==> src/soc_pkg.sv <==
/*
 * Shared widths, address map and bus structs for the mini_soc memory
 * subsystem. Every design file refers to these by scoped names.
 */

package soc_pkg;

  ////////////////////
  // Widths
  ////////////////////

  localparam int unsigned DataW     = 32;
  localparam int unsigned MemAddrW  = 8;
  localparam int unsigned MemWords  = 1 << MemAddrW;
  // Top bit of the host address selects the control region
  localparam int unsigned HostAddrW = MemAddrW + 1;

  ////////////////////
  // Control registers
  ////////////////////

  localparam logic [MemAddrW-1:0] RegSrc = 8'h00;
  localparam logic [MemAddrW-1:0] RegDst = 8'h01;
  // Writing the length also starts the copy
  localparam logic [MemAddrW-1:0] RegLen = 8'h02;

  typedef struct packed {
    logic                 we;
    logic [HostAddrW-1:0] addr;
    logic [DataW-1:0]     wdata;
  } host_req_t;

  // One SRAM access, shared by both masters and the arbiter
  typedef struct packed {
    logic                we;
    logic [MemAddrW-1:0] addr;
    logic [DataW-1:0]    wdata;
  } bus_req_t;

  // One DMA job; len of zero copies nothing
  typedef struct packed {
    logic [MemAddrW-1:0] src;
    logic [MemAddrW-1:0] dst;
    logic [MemAddrW-1:0] len;
  } dma_cfg_t;

endpackage
==> src/bus_arbiter.sv <==
/*
 * Fixed-priority arbiter in front of the single SRAM port. The host
 * always wins, the DMA is granted only in idle host cycles. Read data
 * comes back one cycle later and is flagged for the master that issued it.
 */

`timescale 1ns/100ps

module bus_arbiter (
  input  logic                     clk_i,
  input  logic                     rst_i,
  input  logic                     host_req_valid_i,
  input  soc_pkg::bus_req_t        host_req_i,
  input  logic                     dma_req_valid_i,
  input  soc_pkg::bus_req_t        dma_req_i,
  output logic                     dma_gnt_o,
  output logic                     mem_req_valid_o,
  output soc_pkg::bus_req_t        mem_req_o,
  input  logic [soc_pkg::DataW-1:0] mem_rdata_i,
  output logic                     host_rdata_valid_o,
  output logic                     dma_rdata_valid_o,
  output logic [soc_pkg::DataW-1:0] rdata_o
);

  logic host_rd_q;
  logic dma_rd_q;

  ////////////////////
  // Request select
  ////////////////////

  assign dma_gnt_o       = dma_req_valid_i & ~host_req_valid_i;
  assign mem_req_valid_o = host_req_valid_i | dma_req_valid_i;
  assign mem_req_o       = host_req_valid_i ? host_req_i : dma_req_i;

  // Remember who owns the read that is in flight
  always_ff @(posedge clk_i) begin
    if (rst_i) begin
      host_rd_q <= 1'b0;
      dma_rd_q  <= 1'b0;
    end else begin
      host_rd_q <= host_req_valid_i & ~host_req_i.we;
      dma_rd_q  <= dma_gnt_o & ~dma_req_i.we;
    end
  end

  ////////////////////
  // Read return
  ////////////////////

  assign host_rdata_valid_o = host_rd_q;
  assign dma_rdata_valid_o  = dma_rd_q;
  // SRAM data is already registered, both masters see the same word
  assign rdata_o            = mem_rdata_i;

  // A DMA request that loses stays unchanged until it is granted
  a_dma_hold : assert property (
    @(posedge clk_i) disable iff (rst_i)
    (dma_req_valid_i && !dma_gnt_o) |=> (dma_req_valid_i && $stable(dma_req_i))
  );

endmodule

==> config.mk <==
export PLATFORM = sky130hd
export DESIGN_NAME = bus_arbiter
export DESIGN_NICKNAME = d
export VERILOG_FILES = /design/src/soc_pkg.sv /design/src/bus_arbiter.sv
export SDC_FILE = /design/constraint.sdc
export NUM_CORES = 1
export LEC_CHECK = 0
export BUFFER_PORTS_ARGS = -buffer_cell sky130_fd_sc_hd__buf_2
export CORE_AREA = 10 10 72 74
export CTS_BUF_LIST = sky130_fd_sc_hd__clkbuf_2 sky130_fd_sc_hd__clkbuf_4 sky130_fd_sc_hd__clkbuf_8
export DETAILED_ROUTE_END_ITERATION = 10
export DIE_AREA = 0 0 82 84
export PLACE_DENSITY = 0.84
export REMOVE_ABC_BUFFERS = 1
export SYNTH_ARGS = -nofsm -noshare
export SYNTH_HDL_FRONTEND = slang
export SYNTH_SLANG_ARGS = --single-unit
==> constraint.sdc <==
create_clock -name clk_i -period 1.82 [get_ports clk_i]
set_input_delay 0.182 -clock clk_i [delete_from_list [all_inputs] [get_ports clk_i]]
set_output_delay 0.182 -clock clk_i [all_outputs]
set_load 0.05 [all_outputs]
==> flow_summary.ini <==
[synthesis]
synth_sequential_area_ratio = 0.03956
synth.yosys.warnings = 0
syn_inst = 84
number_of_flip_flops_and_latches_in_the_synthesized_netlist = 2
netlist-cell-type-count = 10
synthesis.area_per_instance_um2 = 12.05
synth.cell_area_um2 = 1012

[clock_network]
tritoncts = yes
cts-hold-fix-buffers = 0
cts.sinks = 2
ctsHtreeMaxLevel = 1
worst_setup_hold_path_clk_slew_ps = 30
cts_setup_buffers = 0
max-clock-path-buffers = 2
cts_resized = 0
clockRootBuffer = sky130_fd_sc_hd__clkbuf_8
tritoncts.num_buffers = 3

[critical_path]
cp_max_fo = 45
cpPeakStageDelay_ps = 380
crit_top_cell = sky130_fd_sc_hd__buf_2
crit_required_ps = 1640
critical_path_depth = 4
cp_slowest_cell = sky130_fd_sc_hd__mux2_2
critical_path_buf_inv_count = 3
critical-path-top-delay-family = buffers and inverters
timing.critical_path.to = mem_req_o[38]
crit_path_end_kind = output pin
nature_of_the_critical_path_startpoint = input pin
cp-startpoint = host_req_valid_i
arrival_ps = 1170
worstPathCellList = buf_2 -> buf_12 -> mux2_2 -> buf_2
critical_path_class = in2out

[floorplan]
die_x_um = 82
rows = 23
area_of_the_die_um2 = 6888
die_y_um = 84
io_pins = 195
start_util = 0.2625
core_area_um2 = 3856

[cells_and_area]
most_common_cell_after_layout_fill_and_taps_aside = sky130_fd_sc_hd__buf_2
finalNonFillerCells = 231
flow.area_growth_from_synthesis_pct = 43.76
most-common-layout-cells = sky130_fd_sc_hd__buf_2 (130), sky130_fd_sc_hd__mux2_4 (36), sky130_fd_sc_hd__mux2_2 (5), sky130_fd_sc_hd__clkbuf_8 (3), sky130_fd_sc_hd__dfxtp_1 (2)
drive_above_1_share = 0.9779
antenna_cells_inserted = 0
final_nets = 301

[place]
port_bufs = 130
dp_hpwl_mm = 5.174
dp.cells = 228
gp_congestion = 0.7563

[route]
detailedRoute.firstPassIterationCount = 3
post_drt_via_cell_ratio = 4.247
drt_wl_total_mm = 5.606
post-route-drc-count = 0
route.detailed.wl_per_inst_um = 24.27
drtIter0Drc = 37
dr_total_vias = 981
antenna_violating_nets_post_route = 0

[timing]
timing.final.setup_violations = 0
hold_viol_final = 0
period_share = 0.7450
drv_slew = 0
worst_slew_margin = 0.7916
fmax_mhz = 737.5
period_minus_slack_ps = 1356
worst_pin_slew_ps = 312.6
setup-tns-final_ps = 0
rsz0062_at_grt = no

[pwr]
static-leakage-power_nw = 0.8902
ir_drop_mv = 0.3691
power_per_cell_area_nw_per_um2 = 563.4

[status]
outcome = completed

[flow_run]
max_cap_violations = 0

[worst_hold_path]
min_path_type = in2reg

[grt]
grt_max_degree = 46
via_count_of_the_first_global_routing_pass = 1121
grt_util_all_layers = 0.1472
grt_antenna_before_repair = 0
grt_overflow_total = 0
first_pass_grt_wire_length_mm = 7.396
## kinds of logic (layout without fill, tap and decap cells)
family,Yosys count,count (layout),share of synthesized area
muxes,41,41,0.5896
buffers and inverters,37,134,0.3276
and+or+nand+nor,4,4,0.04327
DFF,2,2,0.03956
## registers in the layout, indices dropped and copies added (netlist names)
name,count
dma_rdata_valid_o,1
host_rdata_valid_o,1
## routing by layer
layer  part of all wire  track usage  vias to the layer above
li1                   -            -                      454
met1               0.20      0.08248                      423
met2               0.49       0.2454                       98
met3               0.30       0.2026                        4
met4             0.0059      0.03560                        2
met5              0.011      0.06667                        -
## worst min-delay path by stage
stage | startpoint | endpoint | slack (ps) | cells after the start
after floorplan | host_req_valid_i | dma_rdata_valid_o | 250 | 1
after global placement | host_req_i[40] | host_rdata_valid_o | 360 | 2
after detailed placement | host_req_i[40] | host_rdata_valid_o | 360 | 2
after CTS | host_req_i[40] | host_rdata_valid_o | 130 | 2
after global routing | host_req_i[40] | host_rdata_valid_o | 150 | 2
final | host_req_i[40] | host_rdata_valid_o | 140 | 2
## cell usage after synthesis
cell,number,share of area
sky130_fd_sc_hd__or2_2,1,0.0062
sky130_fd_sc_hd__buf_6,1,0.011
sky130_fd_sc_hd__buf_12,4,0.079
sky130_fd_sc_hd__dfxtp_1,2,0.040
sky130_fd_sc_hd__nor2b_1,1,0.0062
sky130_fd_sc_hd__buf_4,32,0.24
sky130_fd_sc_hd__mux2_4,36,0.53
sky130_fd_sc_hd__mux2_2,5,0.056
sky130_fd_sc_hd__nor3b_1,1,0.0074
sky130_fd_sc_hd__nor4b_4,1,0.023
## through the flow
step	total power, mW	utilization	setup WS (ps)	cell area, um^2	hold WS (ps)
floorplan	0.4532	-	748.6	680.7	251.6
global placement	0.6375	0.3666	482.3	1414	358.4
detailed placement	0.6447	0.3666	455.4	1414	362.1
CTS	0.8358	0.3774	457.5	1455	130.6
global route	0.8633	0.3774	422.3	1455	145.3
finish	0.8199	0.3774	464.0	1455	138.7
## report_power, final
part           internal [mW]  total [mW]  switching, mW
sequential            0.0457      0.0459       0.000259
clock                  0.140       0.181         0.0403
combinational          0.222       0.593          0.371
total                  0.408       0.820          0.412
## area by class of cell
class	count	area (um^2)
clock buffer	3	41.29
tap	50	62.56
sequential	2	40.04
timing repair buffer	131	670.6
fill	424	2401
multi-input combinational	45	640.6
No activity file was read; power rests on OpenSTA's default activity.
