File: src/soc_pkg.sv
/*
 * Shared widths, address map and bus structs for the mini_soc memory
 * subsystem. Every design file refers to these by scoped names.
 */

package soc_pkg;

  ////////////////////
  // Widths
  ////////////////////

  localparam int unsigned DataW     = 32;
  localparam int unsigned MemAddrW  = 8;
  localparam int unsigned MemWords  = 1 << MemAddrW;
  // Top bit of the host address selects the control region
  localparam int unsigned HostAddrW = MemAddrW + 1;

  ////////////////////
  // Control registers
  ////////////////////

  localparam logic [MemAddrW-1:0] RegSrc = 8'h00;
  localparam logic [MemAddrW-1:0] RegDst = 8'h01;
  // Writing the length also starts the copy
  localparam logic [MemAddrW-1:0] RegLen = 8'h02;

  typedef struct packed {
    logic                 we;
    logic [HostAddrW-1:0] addr;
    logic [DataW-1:0]     wdata;
  } host_req_t;

  // One SRAM access, shared by both masters and the arbiter
  typedef struct packed {
    logic                we;
    logic [MemAddrW-1:0] addr;
    logic [DataW-1:0]    wdata;
  } bus_req_t;

  // One DMA job; len of zero copies nothing
  typedef struct packed {
    logic [MemAddrW-1:0] src;
    logic [MemAddrW-1:0] dst;
    logic [MemAddrW-1:0] len;
  } dma_cfg_t;

endpackage
File: src/dma_copy.sv
/*
 * Block-copy engine. Each word is one read and one write on the shared
 * SRAM port; the write is issued in the cycle the read data returns and
 * retried from a holding register if the host takes that cycle.
 */

`timescale 1ns/100ps

module dma_copy (
  input  logic                      clk_i,
  input  logic                      rst_i,
  input  logic                      start_i,
  input  soc_pkg::dma_cfg_t         cfg_i,
  output logic                      req_valid_o,
  output soc_pkg::bus_req_t         req_o,
  input  logic                      gnt_i,
  input  logic                      rdata_valid_i,
  input  logic [soc_pkg::DataW-1:0] rdata_i,
  output logic                      busy_o,
  output logic                      done_o
);

  typedef enum logic [1:0] {
    StIdle,
    StRead,
    StWaitData,
    StWrite
  } state_e;

  state_e                       state_q;
  logic                         done_q;
  logic [soc_pkg::MemAddrW-1:0] src_q;
  logic [soc_pkg::MemAddrW-1:0] dst_q;
  logic [soc_pkg::MemAddrW-1:0] left_q;
  logic [soc_pkg::DataW-1:0]    data_q;
  logic                         wr_fire;
  logic                         last_word;

  ////////////////////
  // Bus request
  ////////////////////

  always_comb begin
    req_valid_o = 1'b0;
    req_o       = '0;
    case (state_q)
      StRead: begin
        req_valid_o = 1'b1;
        req_o.addr  = src_q;
      end
      // Write straight from the returning read data
      StWaitData: begin
        req_valid_o = rdata_valid_i;
        req_o.we    = 1'b1;
        req_o.addr  = dst_q;
        req_o.wdata = rdata_i;
      end
      StWrite: begin
        req_valid_o = 1'b1;
        req_o.we    = 1'b1;
        req_o.addr  = dst_q;
        req_o.wdata = data_q;
      end
      default: ;
    endcase
  end

  assign wr_fire   = gnt_i & req_o.we;
  assign last_word = (left_q == soc_pkg::MemAddrW'(1));

  ////////////////////
  // FSM
  ////////////////////

  always_ff @(posedge clk_i) begin
    if (rst_i) begin
      state_q <= StIdle;
      done_q  <= 1'b0;
    end else begin
      done_q <= wr_fire & last_word;
      case (state_q)
        // Zero length jobs are dropped
        StIdle:     if (start_i && cfg_i.len != '0) state_q <= StRead;
        StRead:     if (gnt_i) state_q <= StWaitData;
        StWaitData: begin
          if (wr_fire) begin
            state_q <= last_word ? StIdle : StRead;
          end else if (rdata_valid_i) begin
            state_q <= StWrite;
          end
        end
        StWrite:    if (wr_fire) state_q <= last_word ? StIdle : StRead;
        default:    state_q <= StIdle;
      endcase
    end
  end

  // Counters and holding register
  always_ff @(posedge clk_i) begin
    if (state_q == StIdle && start_i) begin
      src_q  <= cfg_i.src;
      dst_q  <= cfg_i.dst;
      left_q <= cfg_i.len;
    end
    if (state_q == StWaitData && rdata_valid_i) begin
      data_q <= rdata_i;
    end
    if (wr_fire) begin
      src_q  <= src_q + 1'b1;
      dst_q  <= dst_q + 1'b1;
      left_q <= left_q - 1'b1;
    end
  end

  assign busy_o = (state_q != StIdle);
  assign done_o = done_q;

  // Read data must come back in the cycle after a granted read
  a_read_returns : assert property (
    @(posedge clk_i) disable iff (rst_i)
    (req_valid_o && gnt_i && !req_o.we) |=> rdata_valid_i
  );

endmodule

File: config.mk
export PLATFORM = sky130hd
export DESIGN_NAME = dma_copy
export DESIGN_NICKNAME = d
export VERILOG_FILES = /design/src/soc_pkg.sv /design/src/dma_copy.sv
export SDC_FILE = /design/constraint.sdc
export NUM_CORES = 1
export LEC_CHECK = 0
export BUFFER_PORTS_ARGS = -buffer_cell sky130_fd_sc_hd__buf_2
export CORE_ASPECT_RATIO = 0.8
export CORE_MARGIN = 4
export CORE_UTILIZATION = 54
export CTS_CLUSTER_SIZE = 8
export DETAILED_ROUTE_END_ITERATION = 10
export GPL_ROUTABILITY_DRIVEN = 1
export PLACE_DENSITY = 0.85
export REMOVE_ABC_BUFFERS = 1
export SYNTH_ARGS = -nofsm -noshare
export SYNTH_HDL_FRONTEND = slang
export SYNTH_SLANG_ARGS = --single-unit
export TNS_END_PERCENT = 5
File: constraint.sdc
create_clock -name clk_i -period 7.1 [get_ports clk_i]
set_input_delay 1.065 -clock clk_i [delete_from_list [all_inputs] [get_ports clk_i]]
set_output_delay 1.065 -clock clk_i [all_outputs]
set_load 0.03 [all_outputs]
==> results.yml <==
finish:
  antenna_cells: 0
  area_growth_pct: 24.12
  n_fill_cell: 412
  drive_above_1_share_pct: 32.98
  fin_nets: 436
  fin_util_pct: 70.06
yosys:
  synth_edf_count: 56
  synth_seq_cells: 59
  yosysUniqueCellTypes: 35
  synth_warnings: 0
  syn_area_sq_mm: 0.003102
  synth_most_common_cell: "edfxtp_1"
  yosysTopAreaCell: "edfxtp_1"
  post_synth.cell_area_avg_sq_um: 11.49
  synthTopCellsByCount: "edfxtp_1 (56), nor2b_1 (33), mux2i_1 (32), nand2_1 (28), o21ai_0 (20)"
  synth_ff_type: "edfxtp_1"
  seq_area_frac_synth_pct: 56.15
  synth-async-reset-ratio_pct: 0
  synthCells: 270
  synth_top_area_share_pct: 54.22
  synth.top_cells.by_area: "edfxtp_1 (54%), mux2i_1 (10%), nor2b_1 (6.7%), nand2_1 (3.4%), o21ai_0 (3.2%)"
power_and_ir_drop:
  p_per_area_mw_per_mm2: 226.0
  power.static_leakage_nw: 1.604
  peakVddDrop_uv: 156.5
clock_tree:
  post_cts_buffers: 0
  cts_sinks: 59
  clk_latency_ns: 0.33
  cts_tree: "yes"
  h-tree-depth: 3
  clk_root_buffer_cell: "clkbuf_8"
  cts_made_buffers: 9
  cts_resized: 0
  postCtsHoldBufs: 0
  clkTransAtPathRegs_ns: 0.07
  clk_path_buf_depth: 2
global_route:
  grt_max_degree: 45
  grt_pass1_vias: 2214
  grt_use_total_pct: 19.31
  antenna_found_initial: 0
  grt_pass1_wl_microns: 10450
  grt.overflow.total: 0
sta:
  rsz0062_at_grt: "false"
  fin_crit_sh_pct: 48.68
  finalHoldViolCount: 0
  slew_headroom_pct: 28.04
  finalSetupViolCount: 0
  fmaxAchievable_mhz: 289.3
  slew_violations: 0
  fin_crit_ns: 3.456
  worst_slew_pin_slew_ns: 1.079
  finalSetupTns_ns: 0
  fin_skew_ns: 0.006618
floorplan:
  die_h_microns: 75.79
  start_util_pct: 56.44
  core_sq_mm: 0.005495
  die_area_sq_mm: 0.007028
  ios: 105
  rows: 24
  die_w_microns: 92.74
critical_path:
  path_cells: "nor2b_1 -> a22o_1 -> buf_2"
  path_max_fanout: 38
  arrival_ns: 2.39
  cpMaxStageDelayCell: "dfxtp_2"
  required_ns: 6.03
  critPathKind: "reg -> out"
  cpPeakStageDelay_ns: 1.04
  path_buf_inv: 1
  critical_path.startpoint_type: "flop"
  critPathCaptureType: "output port"
  path_delay_family: "flip-flops"
routing:
  drcViolationCount: 0
  first_pass_iters: 4
  finalWirelength_microns: 6628
  viasPerCell: 5.240
  num_vias: 2379
  wl_per_cell_microns: 14.60
  initialDrtViolationCount: 125
  ant_nets: 0
placed_design:
  gp_congestion: 0.7928
  port_buffers: 104
  hpwl_microns: 4763
outcome:
  status: "completed"
hold_path:
  hold_path.class: "reg -> reg"
flow_run:
  cap_violations: 0
[worst reg2reg max path: cells and delay by family (launching register included)]
| family | cells | cell delay [ns] |
|---|---|---|
| buffers and inverters | 1 | 0.36 |
| flip-flops | 1 | 0.43 |
| AND/OR/NAND/NOR | 2 | 1.62 |
[flip-flops by register name (all words and copies together) (netlist names)]
register  cells
data_q       32
dst_q         8
left_q        8
src_q         8
state_q       2
done_o        1
[placed cells by master, fill, tap and decap left out, types with 2 or more instances in the layout]
cell type,n
edfxtp_1,56
nor2_1,10
or4_1,4
nand3_1,7
nand4_1,2
mux2i_1,32
nand2b_1,2
inv_1,4
nand2_1,28
nor2b_1,33
clkinv_2,2
xnor2_1,5
buf_4,2
o211ai_1,2
o31ai_1,2
or3_1,8
a22o_1,8
o21ai_0,20
clkbuf_8,9
xor2_1,4
a31oi_1,8
clkinv_1,2
buf_2,104
dfxtp_1,2
ha_1,4
[cells by family (layout without fill, tap and decap cells)]
family / after synthesis / count (layout) / share of synthesized area (%)
XOR/XNOR: 9 / 9 / 2.541
AND/OR/NAND/NOR: 103 / 103 / 17.83
multiplexers: 32 / 32 / 10.33
flip-flops: 59 / 59 / 56.15
AO/OA/AOI/OAI: 43 / 43 / 8.713
buffers and inverters: 20 / 126 / 2.823
adder cells (fa/ha/maj): 4 / 4 / 1.614
[routing by layer]
| layer | global-route usage, % | up-vias | share of wire (%) |
|---|---|---|---|
| met5 | 0 | - | 0 |
| met1 | 24.74 | 1105 | 46 |
| met2 | 32.40 | 72 | 47 |
| li1 | - | 1200 | - |
| met4 | 5.041 | 0 | 0.41 |
| met3 | 6.318 | 2 | 6.3 |
[area by class of cell]
type                    count  area [sq um]  area share (%)
multi-input cells         191          1275           33.12
repair buffers            106         535.5           13.91
inverters                   4         15.01          0.3900
clock inverters             6         56.30           1.462
flip-flops and latches     59          1743           45.27
clock buffers              10         127.6           3.315
well taps                  78         97.59           2.535
[stage by stage]
step | cell area, sq um | power (mW) | hold slack (ns) | cells | worst slack [ns]
after floorplan | 3029 | 0.5375 | 0.5287 | 254 | 3.865
after detailed placement | 3666 | 0.5915 | 0.5778 | 438 | 3.891
final | 3850 | 0.8702 | 0.6163 | 454 | 3.644
after global placement | 3666 | 0.5866 | 0.5791 | 438 | 3.963
after CTS | 3850 | 0.8778 | 0.6097 | 454 | 3.621
after global routing | 3850 | 0.9099 | 0.6600 | 454 | 3.527
[report_power, final]
group	internal [mW]	switching (mW)
registers	0.407	0.0295
logic	0.0633	0.0845
clock network	0.159	0.127
[final timing paths]
check / cells after the start / slack [ns] / endpoint / startpoint
worst max register to register: 3 / 4.30 / src_q[4] / state_q[1]
worst min-delay path: 2 / 0.62 / done_o / left_q[7]
worst max-delay path: 3 / 3.64 / req_o[35] / state_q[0]
worst min register to register: 2 / 0.62 / done_o / left_q[7]
Power figures use the tool's default switching activity.
