[src/soc_pkg.sv]
/*
 * Shared widths, address map and bus structs for the mini_soc memory
 * subsystem. Every design file refers to these by scoped names.
 */

package soc_pkg;

  ////////////////////
  // Widths
  ////////////////////

  localparam int unsigned DataW     = 32;
  localparam int unsigned MemAddrW  = 8;
  localparam int unsigned MemWords  = 1 << MemAddrW;
  // Top bit of the host address selects the control region
  localparam int unsigned HostAddrW = MemAddrW + 1;

  ////////////////////
  // Control registers
  ////////////////////

  localparam logic [MemAddrW-1:0] RegSrc = 8'h00;
  localparam logic [MemAddrW-1:0] RegDst = 8'h01;
  // Writing the length also starts the copy
  localparam logic [MemAddrW-1:0] RegLen = 8'h02;

  typedef struct packed {
    logic                 we;
    logic [HostAddrW-1:0] addr;
    logic [DataW-1:0]     wdata;
  } host_req_t;

  // One SRAM access, shared by both masters and the arbiter
  typedef struct packed {
    logic                we;
    logic [MemAddrW-1:0] addr;
    logic [DataW-1:0]    wdata;
  } bus_req_t;

  // One DMA job; len of zero copies nothing
  typedef struct packed {
    logic [MemAddrW-1:0] src;
    logic [MemAddrW-1:0] dst;
    logic [MemAddrW-1:0] len;
  } dma_cfg_t;

endpackage
[src/host_port.sv]
/*
 * Host-side port. Memory accesses go to the arbiter; writes to the
 * control region load the DMA registers and a length write starts a job.
 * Reads are answered exactly one cycle after the request strobe.
 */

`timescale 1ns/100ps

module host_port (
  input  logic                      clk_i,
  input  logic                      rst_i,
  input  logic                      host_req_valid_i,
  input  soc_pkg::host_req_t        host_req_i,
  output logic                      host_rsp_valid_o,
  output logic [soc_pkg::DataW-1:0] host_rsp_data_o,
  output logic                      bus_req_valid_o,
  output soc_pkg::bus_req_t         bus_req_o,
  input  logic                      rdata_valid_i,
  input  logic [soc_pkg::DataW-1:0] rdata_i,
  output logic                      dma_start_o,
  output soc_pkg::dma_cfg_t         dma_cfg_o
);

  logic                         ctrl_sel;
  logic                         ctrl_rd_q;
  logic                         start_q;
  logic [soc_pkg::MemAddrW-1:0] src_q;
  logic [soc_pkg::MemAddrW-1:0] dst_q;
  logic [soc_pkg::MemAddrW-1:0] len_q;

  assign ctrl_sel = host_req_i.addr[soc_pkg::HostAddrW-1];

  // Memory region goes straight to the arbiter
  assign bus_req_valid_o = host_req_valid_i & ~ctrl_sel;
  assign bus_req_o.we    = host_req_i.we;
  assign bus_req_o.addr  = host_req_i.addr[soc_pkg::MemAddrW-1:0];
  assign bus_req_o.wdata = host_req_i.wdata;

  ////////////////////
  // Control registers
  ////////////////////

  always_ff @(posedge clk_i) begin
    if (rst_i) begin
      ctrl_rd_q <= 1'b0;
      start_q   <= 1'b0;
      src_q     <= '0;
      dst_q     <= '0;
      len_q     <= '0;
    end else begin
      ctrl_rd_q <= host_req_valid_i & ctrl_sel & ~host_req_i.we;
      start_q   <= 1'b0;
      if (host_req_valid_i && ctrl_sel && host_req_i.we) begin
        case (host_req_i.addr[soc_pkg::MemAddrW-1:0])
          soc_pkg::RegSrc: src_q <= host_req_i.wdata[soc_pkg::MemAddrW-1:0];
          soc_pkg::RegDst: dst_q <= host_req_i.wdata[soc_pkg::MemAddrW-1:0];
          soc_pkg::RegLen: begin
            len_q   <= host_req_i.wdata[soc_pkg::MemAddrW-1:0];
            start_q <= 1'b1;
          end
          default: ;
        endcase
      end
    end
  end

  assign dma_start_o   = start_q;
  assign dma_cfg_o.src = src_q;
  assign dma_cfg_o.dst = dst_q;
  assign dma_cfg_o.len = len_q;

  // Control reads answer zero
  assign host_rsp_valid_o = rdata_valid_i | ctrl_rd_q;
  assign host_rsp_data_o  = ctrl_rd_q ? '0 : rdata_i;

endmodule

[config.mk]
export PLATFORM = sky130hd
export DESIGN_NAME = host_port
export DESIGN_NICKNAME = d
export VERILOG_FILES = /design/src/soc_pkg.sv /design/src/host_port.sv
export SDC_FILE = /design/constraint.sdc
export NUM_CORES = 1
export LEC_CHECK = 0
export BUFFER_PORTS_ARGS = -buffer_cell sky130_fd_sc_hd__buf_4
export CAP_MARGIN = 30
export CORE_UTILIZATION = 36
export CTS_CLUSTER_DIAMETER = 100
export DETAILED_ROUTE_END_ITERATION = 8
export PLACE_DENSITY_LB_ADDON = 0.15
export SLEW_MARGIN = 20
export SYNTH_ARGS = -nofsm -noshare
export SYNTH_HDL_FRONTEND = slang
export SYNTH_SLANG_ARGS = --single-unit
[constraint.sdc]
create_clock -name clk_i -period 1.9 [get_ports clk_i]
set_clock_uncertainty 0.05 [all_clocks]
set_input_delay 0.19 -clock clk_i [delete_from_list [all_inputs] [get_ports clk_i]]
set_output_delay 0.19 -clock clk_i [all_outputs]
set_load 0.005 [all_outputs]
==> flow_metrics.py, run 1 <==
metrics = {
    "die": {
        "start_util_pct": 37.4,
        "dieArea_um2": 4800,
        "die_width_um": 69.3,
        "floorplan.rows": 24,
        "fp.dieH_um": 69.3,
        "pin_count": 178,
        "core-area_um2": 4350,
    },
    "global_route": {
        "antenna_found_initial": 0,
        "total_track_usage_pct": 21.3,
        "globalRouteOverflowTotal": 0,
        "number_of_global_route_vias_before_repair": 1384,
        "grt_pass1_wl_mm": 7.85,
        "grt_start_max_net_pins": 35,
    },
    "logic_synthesis": {
        "synth.top_cells.by_count": "sky130_fd_sc_hd__buf_4 (43), sky130_fd_sc_hd__nor2b_1 (35), sky130_fd_sc_hd__nand2b_1 (32)",
        "syn_nets": 257,
        "yosysTopAreaCell": "sky130_fd_sc_hd__dfxtp_1",
        "post_synth_inst_count": 179,
        "seq_area_frac_synth_pct": 31.9,
        "top_reg_cell_synth": "sky130_fd_sc_hd__dfxtp_1",
        "synthMostInstantiatedCell": "sky130_fd_sc_hd__buf_4",
        "async_flop_share_pct": 0,
        "netlist_top_cells_area": "sky130_fd_sc_hd__dfxtp_1 (32%), sky130_fd_sc_hd__buf_4 (20%), sky130_fd_sc_hd__mux2i_1 (15%), sky130_fd_sc_hd__nor2b_1 (13%), sky130_fd_sc_hd__nand2b_1 (12%)",
        "yosys_warnings": 0,
        "synth_enable_flop_cells": 0,
        "synth_seq_cells": 26,
        "synth_top_area_share_pct": 31.9,
        "post_synth.cell_area_avg_um2": 9.11,
        "post_synth_num_cell_types": 16,
        "mappedNetlistArea_um2": 1630,
    },
    "power": {
        "vdd.ir_drop.worst_v": 0.000452,
        "power_density_nw_per_um2": 479,
        "cellLeakagePower_nw": 1.23,
    },
    "detailed_routing": {
        "drt_pass1_iterations": 4,
        "drt_iter0_drcs": 68,
        "detail-route-antenna-nets": 0,
        "route.detailed.drc": 0,
        "drt-total-wl_mm": 5.20,
        "dr_total_vias": 1431,
        "routedWlPerCell_um": 16.4,
        "routed_via_density": 4.53,
    },
    "timing": {
        "max_slew_margin_pct": 66.7,
        "final-hold-violation-count": 0,
        "layout_min_cycle_time_ns": 1.52,
        "max_slew.worst_pin.slew_ns": 0.499,
        "timing.fmax_ghz": 0.658,
        "finalSetupViolCount": 0,
        "layout_worst_path_cycle_share_pct": 80.0,
        "final_max_slew_viol_count": 0,
        "setup_total_negative_slack_ns": 0,
        "rsz0062_at_grt": "no",
        "post-route-worst-setup-slack_ns": 0.380,
        "whs_ns": 0.0527,
    },
    "place": {
        "numPlacedInstances": 313,
        "detailed_place.area_um2": 2330,
        "place_ws_ns": 0.300,
        "io_buffer_count": 129,
        "rd_place_congestion": 0.801,
        "hpwl_mm": 4.31,
    },
    "clocking": {
        "worstSkewPairLatency_ns": 0.27,
        "cts.repair.resized": 0,
        "tritoncts.num_buffers": 3,
        "cts_hold_buffers": 0,
        "cts_tree": "built",
        "cts.sinks": 26,
        "cts_htree_levels": 1,
        "cts.path.max_buffers": 2,
        "clkSlewWorstSetupHoldPaths_ns": 0.09,
        "clock_tree.root_cell": "sky130_fd_sc_hd__clkbuf_8",
        "postCtsSetupRepairBufs": 0,
    },
    "finish": {
        "final_design_area_excluding_fillers_um2": 2370,
        "insertedDiodeCount": 0,
        "layoutNonFillerInstCount": 316,
        "synthToLayoutAreaGrowth_pct": 45.4,
        "drive_above_1_share_pct": 51.9,
        "final_net_count": 344,
    },
    "setup_path": {
        "critical_path_peak_fanout": 31,
        "cp_max_delay_cell": "sky130_fd_sc_hd__dfxtp_1",
        "critPathMaxStageDelay_ns": 0.33,
        "crit_path_start_kind": "register",
        "critPathArrivalTime_ns": 1.28,
        "worst-endpoint-required_ns": 1.66,
        "crit_chain": "buf_4, or2_2, buf_4",
        "path_common_cell": "sky130_fd_sc_hd__buf_4",
        "critical_path_class": "reg -> out",
        "regToRegSetupSlack_ns": 1.22,
        "cp-end-kind": "primary output",
    },
    "run_status": {
        "status": "finished, final reports clean",
    },
    "worst_hold_path": {
        "min-delay-path-class": "in -> reg",
    },
    "run": {
        "timing.max_cap.violations": 0,
    },
}
==> metrics by stage <==
| stage | util (%) | total power, mW |
|---|---|---|
| CTS | 54.5 | 1.14 |
| global route | 54.5 | 1.18 |
| finish | 54.5 | 1.14 |
| floorplan | - | 0.699 |
| global placement | 53.5 | 0.842 |
| detailed placement | 53.5 | 0.841 |
==> final timing paths <==
path,startpoint,to,cells after the start
setup / recovery,ctrl_rd_q,host_rsp_valid_o,3
hold / removal,host_req_i[41],ctrl_rd_q,2
setup reg to reg,len_q[6],len_q[6],2
hold reg to reg,src_q[7],src_q[7],2
==> flip-flops by register name, summed over array words and instances, names as in the netlist <==
register	cells
dma_start_o	1
dst_q	8
len_q	8
ctrl_rd_q	1
src_q	8
==> metal layers <==
layer	up-vias	wire (um)	GRT usage [%]
li1	698	-	-
met1	636	2550	31.7
met2	75	2150	29.6
met3	22	358	5.52
met4	0	135	6.80
met5	-	0	0
==> report_power, final <==
part,switching [mW],internal [mW]
combinational,0.105,0.179
clock,0.164,0.142
sequential,0.000467,0.545
==> final cells by class <==
type                            instances  area (um2)
Fill cell                             422        1980
Sequential cell                        26         520
Tap cell                               52        65.1
Multi-Input combinational cell        103         753
Clock buffer                            3        41.3
Timing Repair Buffer                  132         991
==> worst max-delay path, delay by kind of cell (launching register included) <==
kind	cells	cell delay, ns
buffers and inverters	2	0.37
DFF	1	0.33
and+or+nand+nor	1	0.31
==> layout by cell type, fill, tap and decap left out <==
cell                       netlist  routed
sky130_fd_sc_hd__nor3b_1         1       1
sky130_fd_sc_hd__mux2i_1        24      24
sky130_fd_sc_hd__or2_2           1       1
sky130_fd_sc_hd__nand3_1         1       1
sky130_fd_sc_hd__nand2b_1       32      32
sky130_fd_sc_hd__nor2_1          2       2
sky130_fd_sc_hd__nor4_4          1       1
sky130_fd_sc_hd__and4b_1         2       2
sky130_fd_sc_hd__nor3_1          1       1
sky130_fd_sc_hd__clkbuf_8        0       3
sky130_fd_sc_hd__buf_4          43     132
sky130_fd_sc_hd__nand2_1         1       1
sky130_fd_sc_hd__nand4b_1        2       2
sky130_fd_sc_hd__nor2b_1        35      35
sky130_fd_sc_hd__dfxtp_1        26      26
==> kinds of logic after synthesis <==
logic type / synth area share [%]
simple gates: 31.5
buf+inv: 21.9
flops: 31.9
mux: 14.7
(Power assumes the default switching activity.)
==> inputs of run 2 (changes only) <==
Settings changed: CORE_UTILIZATION 36 to 31.
Clock period 1.9 ns to 1.35 ns, I/O delays scaled along.
==> flow_metrics.py, run 2 (same netlist as run 1, synthesis figures left out) <==
metrics = {
    "global_route": {
        "grt_start_max_net_pins": 35,
        "globalRouteOverflowTotal": 0,
        "gr-max-usage-layer": "met2",
        "grt_pass1_wl_mm": 6.51,
        "groute.layer.met2.usage_pct": 27.3,
        "antenna_found_initial": 0,
        "grt_use_met1_pct": 17.7,
        "total_track_usage_pct": 15.5,
        "number_of_global_route_vias_before_repair": 1289,
        "grt_util_met3_pct": 4.07,
    },
    "timing": {
        "max_slew.worst_pin.slew_ns": 0.262,
        "max_slew_margin_pct": 82.4,
        "post-route-worst-setup-slack_ns": 0.0748,
        "timing.fmax_ghz": 0.784,
        "whs_ns": 0.0508,
        "setup_total_negative_slack_ns": 0,
        "rsz0062_at_grt": "no",
        "final-hold-violation-count": 0,
        "final_max_slew_viol_count": 0,
        "layout_worst_path_cycle_share_pct": 94.5,
        "finalSetupViolCount": 0,
        "layout_min_cycle_time_ns": 1.28,
    },
    "setup_path": {
        "cp-end-kind": "primary output",
        "critPathArrivalTime_ns": 1.09,
        "worst-endpoint-required_ns": 1.16,
        "crit_chain": "or2_2, buf_4",
        "critical_path_class": "reg -> out",
        "critPathMaxStageDelay_ns": 0.36,
        "cp_max_delay_cell": "sky130_fd_sc_hd__dfxtp_2",
        "crit_path_start_kind": "register",
        "critical_path_peak_fanout": 5,
    },
    "clocking": {
        "tritoncts.num_buffers": 3,
        "worstSkewPairLatency_ns": 0.26,
        "postCtsSetupRepairBufs": 0,
        "clock_tree.root_cell": "sky130_fd_sc_hd__clkbuf_8",
        "clkSlewWorstSetupHoldPaths_ns": 0.09,
        "cts.path.max_buffers": 2,
        "cts_tree": "built",
        "cts_htree_levels": 1,
        "cts.sinks": 26,
    },
    "detailed_routing": {
        "routed_via_density": 4.14,
        "route.detailed.drc": 0,
        "routedWlPerCell_um": 13.3,
        "detail-route-antenna-nets": 0,
        "drt_pass1_iterations": 4,
        "dr_total_vias": 1403,
        "drt_iter0_drcs": 33,
        "drt-total-wl_mm": 4.50,
    },
    "finish": {
        "filler_cell_count": 511,
        "mostFrequentLayoutCell": "sky130_fd_sc_hd__buf_4",
        "register_area_um2": 522,
        "multiInputGateArea_um2": 753,
        "insertedDiodeCount": 0,
        "final_cell_mix": "sky130_fd_sc_hd__buf_4 (132), sky130_fd_sc_hd__nor2b_1 (35), sky130_fd_sc_hd__nand2b_1 (32)",
        "final_net_count": 348,
        "synthToLayoutAreaGrowth_pct": 51.9,
        "reg.largest.list": "dst_q: 8 flops, len_q: 8 flops, src_q: 8 flops",
        "drive_above_1_share_pct": 52.4,
    },
    "die": {
        "fp.dieH_um": 74.5,
        "pin_count": 178,
        "core-area_um2": 5070,
        "start_util_pct": 32.1,
        "dieArea_um2": 5550,
        "floorplan.rows": 26,
        "die_width_um": 74.5,
    },
    "place": {
        "hpwl_mm": 3.64,
        "place_ws_ns": 0.0236,
        "io_buffer_count": 129,
        "rd_place_congestion": 0.744,
    },
    "power": {
        "power_density_nw_per_um2": 722,
        "vdd.ir_drop.worst_v": 0.000634,
        "finalPower_mw": 1.79,
        "cellLeakagePower_nw": 1.26,
    },
    "worst_hold_path": {
        "min-delay-path-class": "in -> reg",
    },
    "run": {
        "timing.max_cap.violations": 0,
    },
    "run_status": {
        "status": "finished, final reports clean",
    },
}
[run 2: cell count changes in the layout (fill, tap and decap cells not counted), sizes merged]
cell and change:
dlygate4sd3 +2, bufinv +1, buf +2
[run 2: final timing paths]
kind	from	to	slack (ns)	depth (start not counted)
min	host_req_valid_i	ctrl_rd_q	0.05	3
max reg2reg	dst_q[0]	dst_q[0]	0.68	2
min reg2reg	len_q[5]	len_q[5]	0.43	2
max	ctrl_rd_q	host_rsp_valid_o	0.07	2
[run 2: cell type report]
| type | instances | area share, % |
|---|---|---|
| repair buffers | 136 | 42.1 |
| clock inverters | 1 | 1.21 |
| clock buffers | 3 | 1.67 |
| flip-flops and latches | 26 | 21.1 |
| well taps | 70 | 3.54 |
| multi-input cells | 103 | 30.4 |
[run 2: critical path, delay by kind of cell (launching register included)]
family / cells / cell delay, ns
flip-flops: 1 / 0.36
AND/OR/NAND/NOR: 1 / 0.32
buffers and inverters: 1 / 0.14
[run 2: per-layer routing]
metal | vias up | wire length (um)
met5 | - | 0
met4 | 0 | 125
li1 | 707 | -
met2 | 67 | 2230
met3 | 22 | 369
met1 | 607 | 1770
[run 2: what timing repair did]
action                                  in CTS  in global routing
endpoints found under the setup margin       0                 19
hold buffers                                 2                  0
gates resized for setup                      0                  2
hold endpoints to repair                     2                  0
[run 2: per-stage QoR]
stage	instance area, um2	std cells	utilization, %
4_1_cts	2480	340	48.8
3_3_place_gp	2390	334	47.0
2_1_floorplan	1630	179	-
5_1_grt	2480	339	48.8
6_report	2480	339	48.8
3_5_place_dp	2390	334	47.0
[run 2: where the power goes]
group / switching (mW) / internal (mW) / total [mW]
combinational: 0.126 / 0.255 / 0.382
clock: 0.240 / 0.396 / 0.636
sequential: 0.00131 / 0.767 / 0.769
total: 0.368 / 1.42 / 1.79
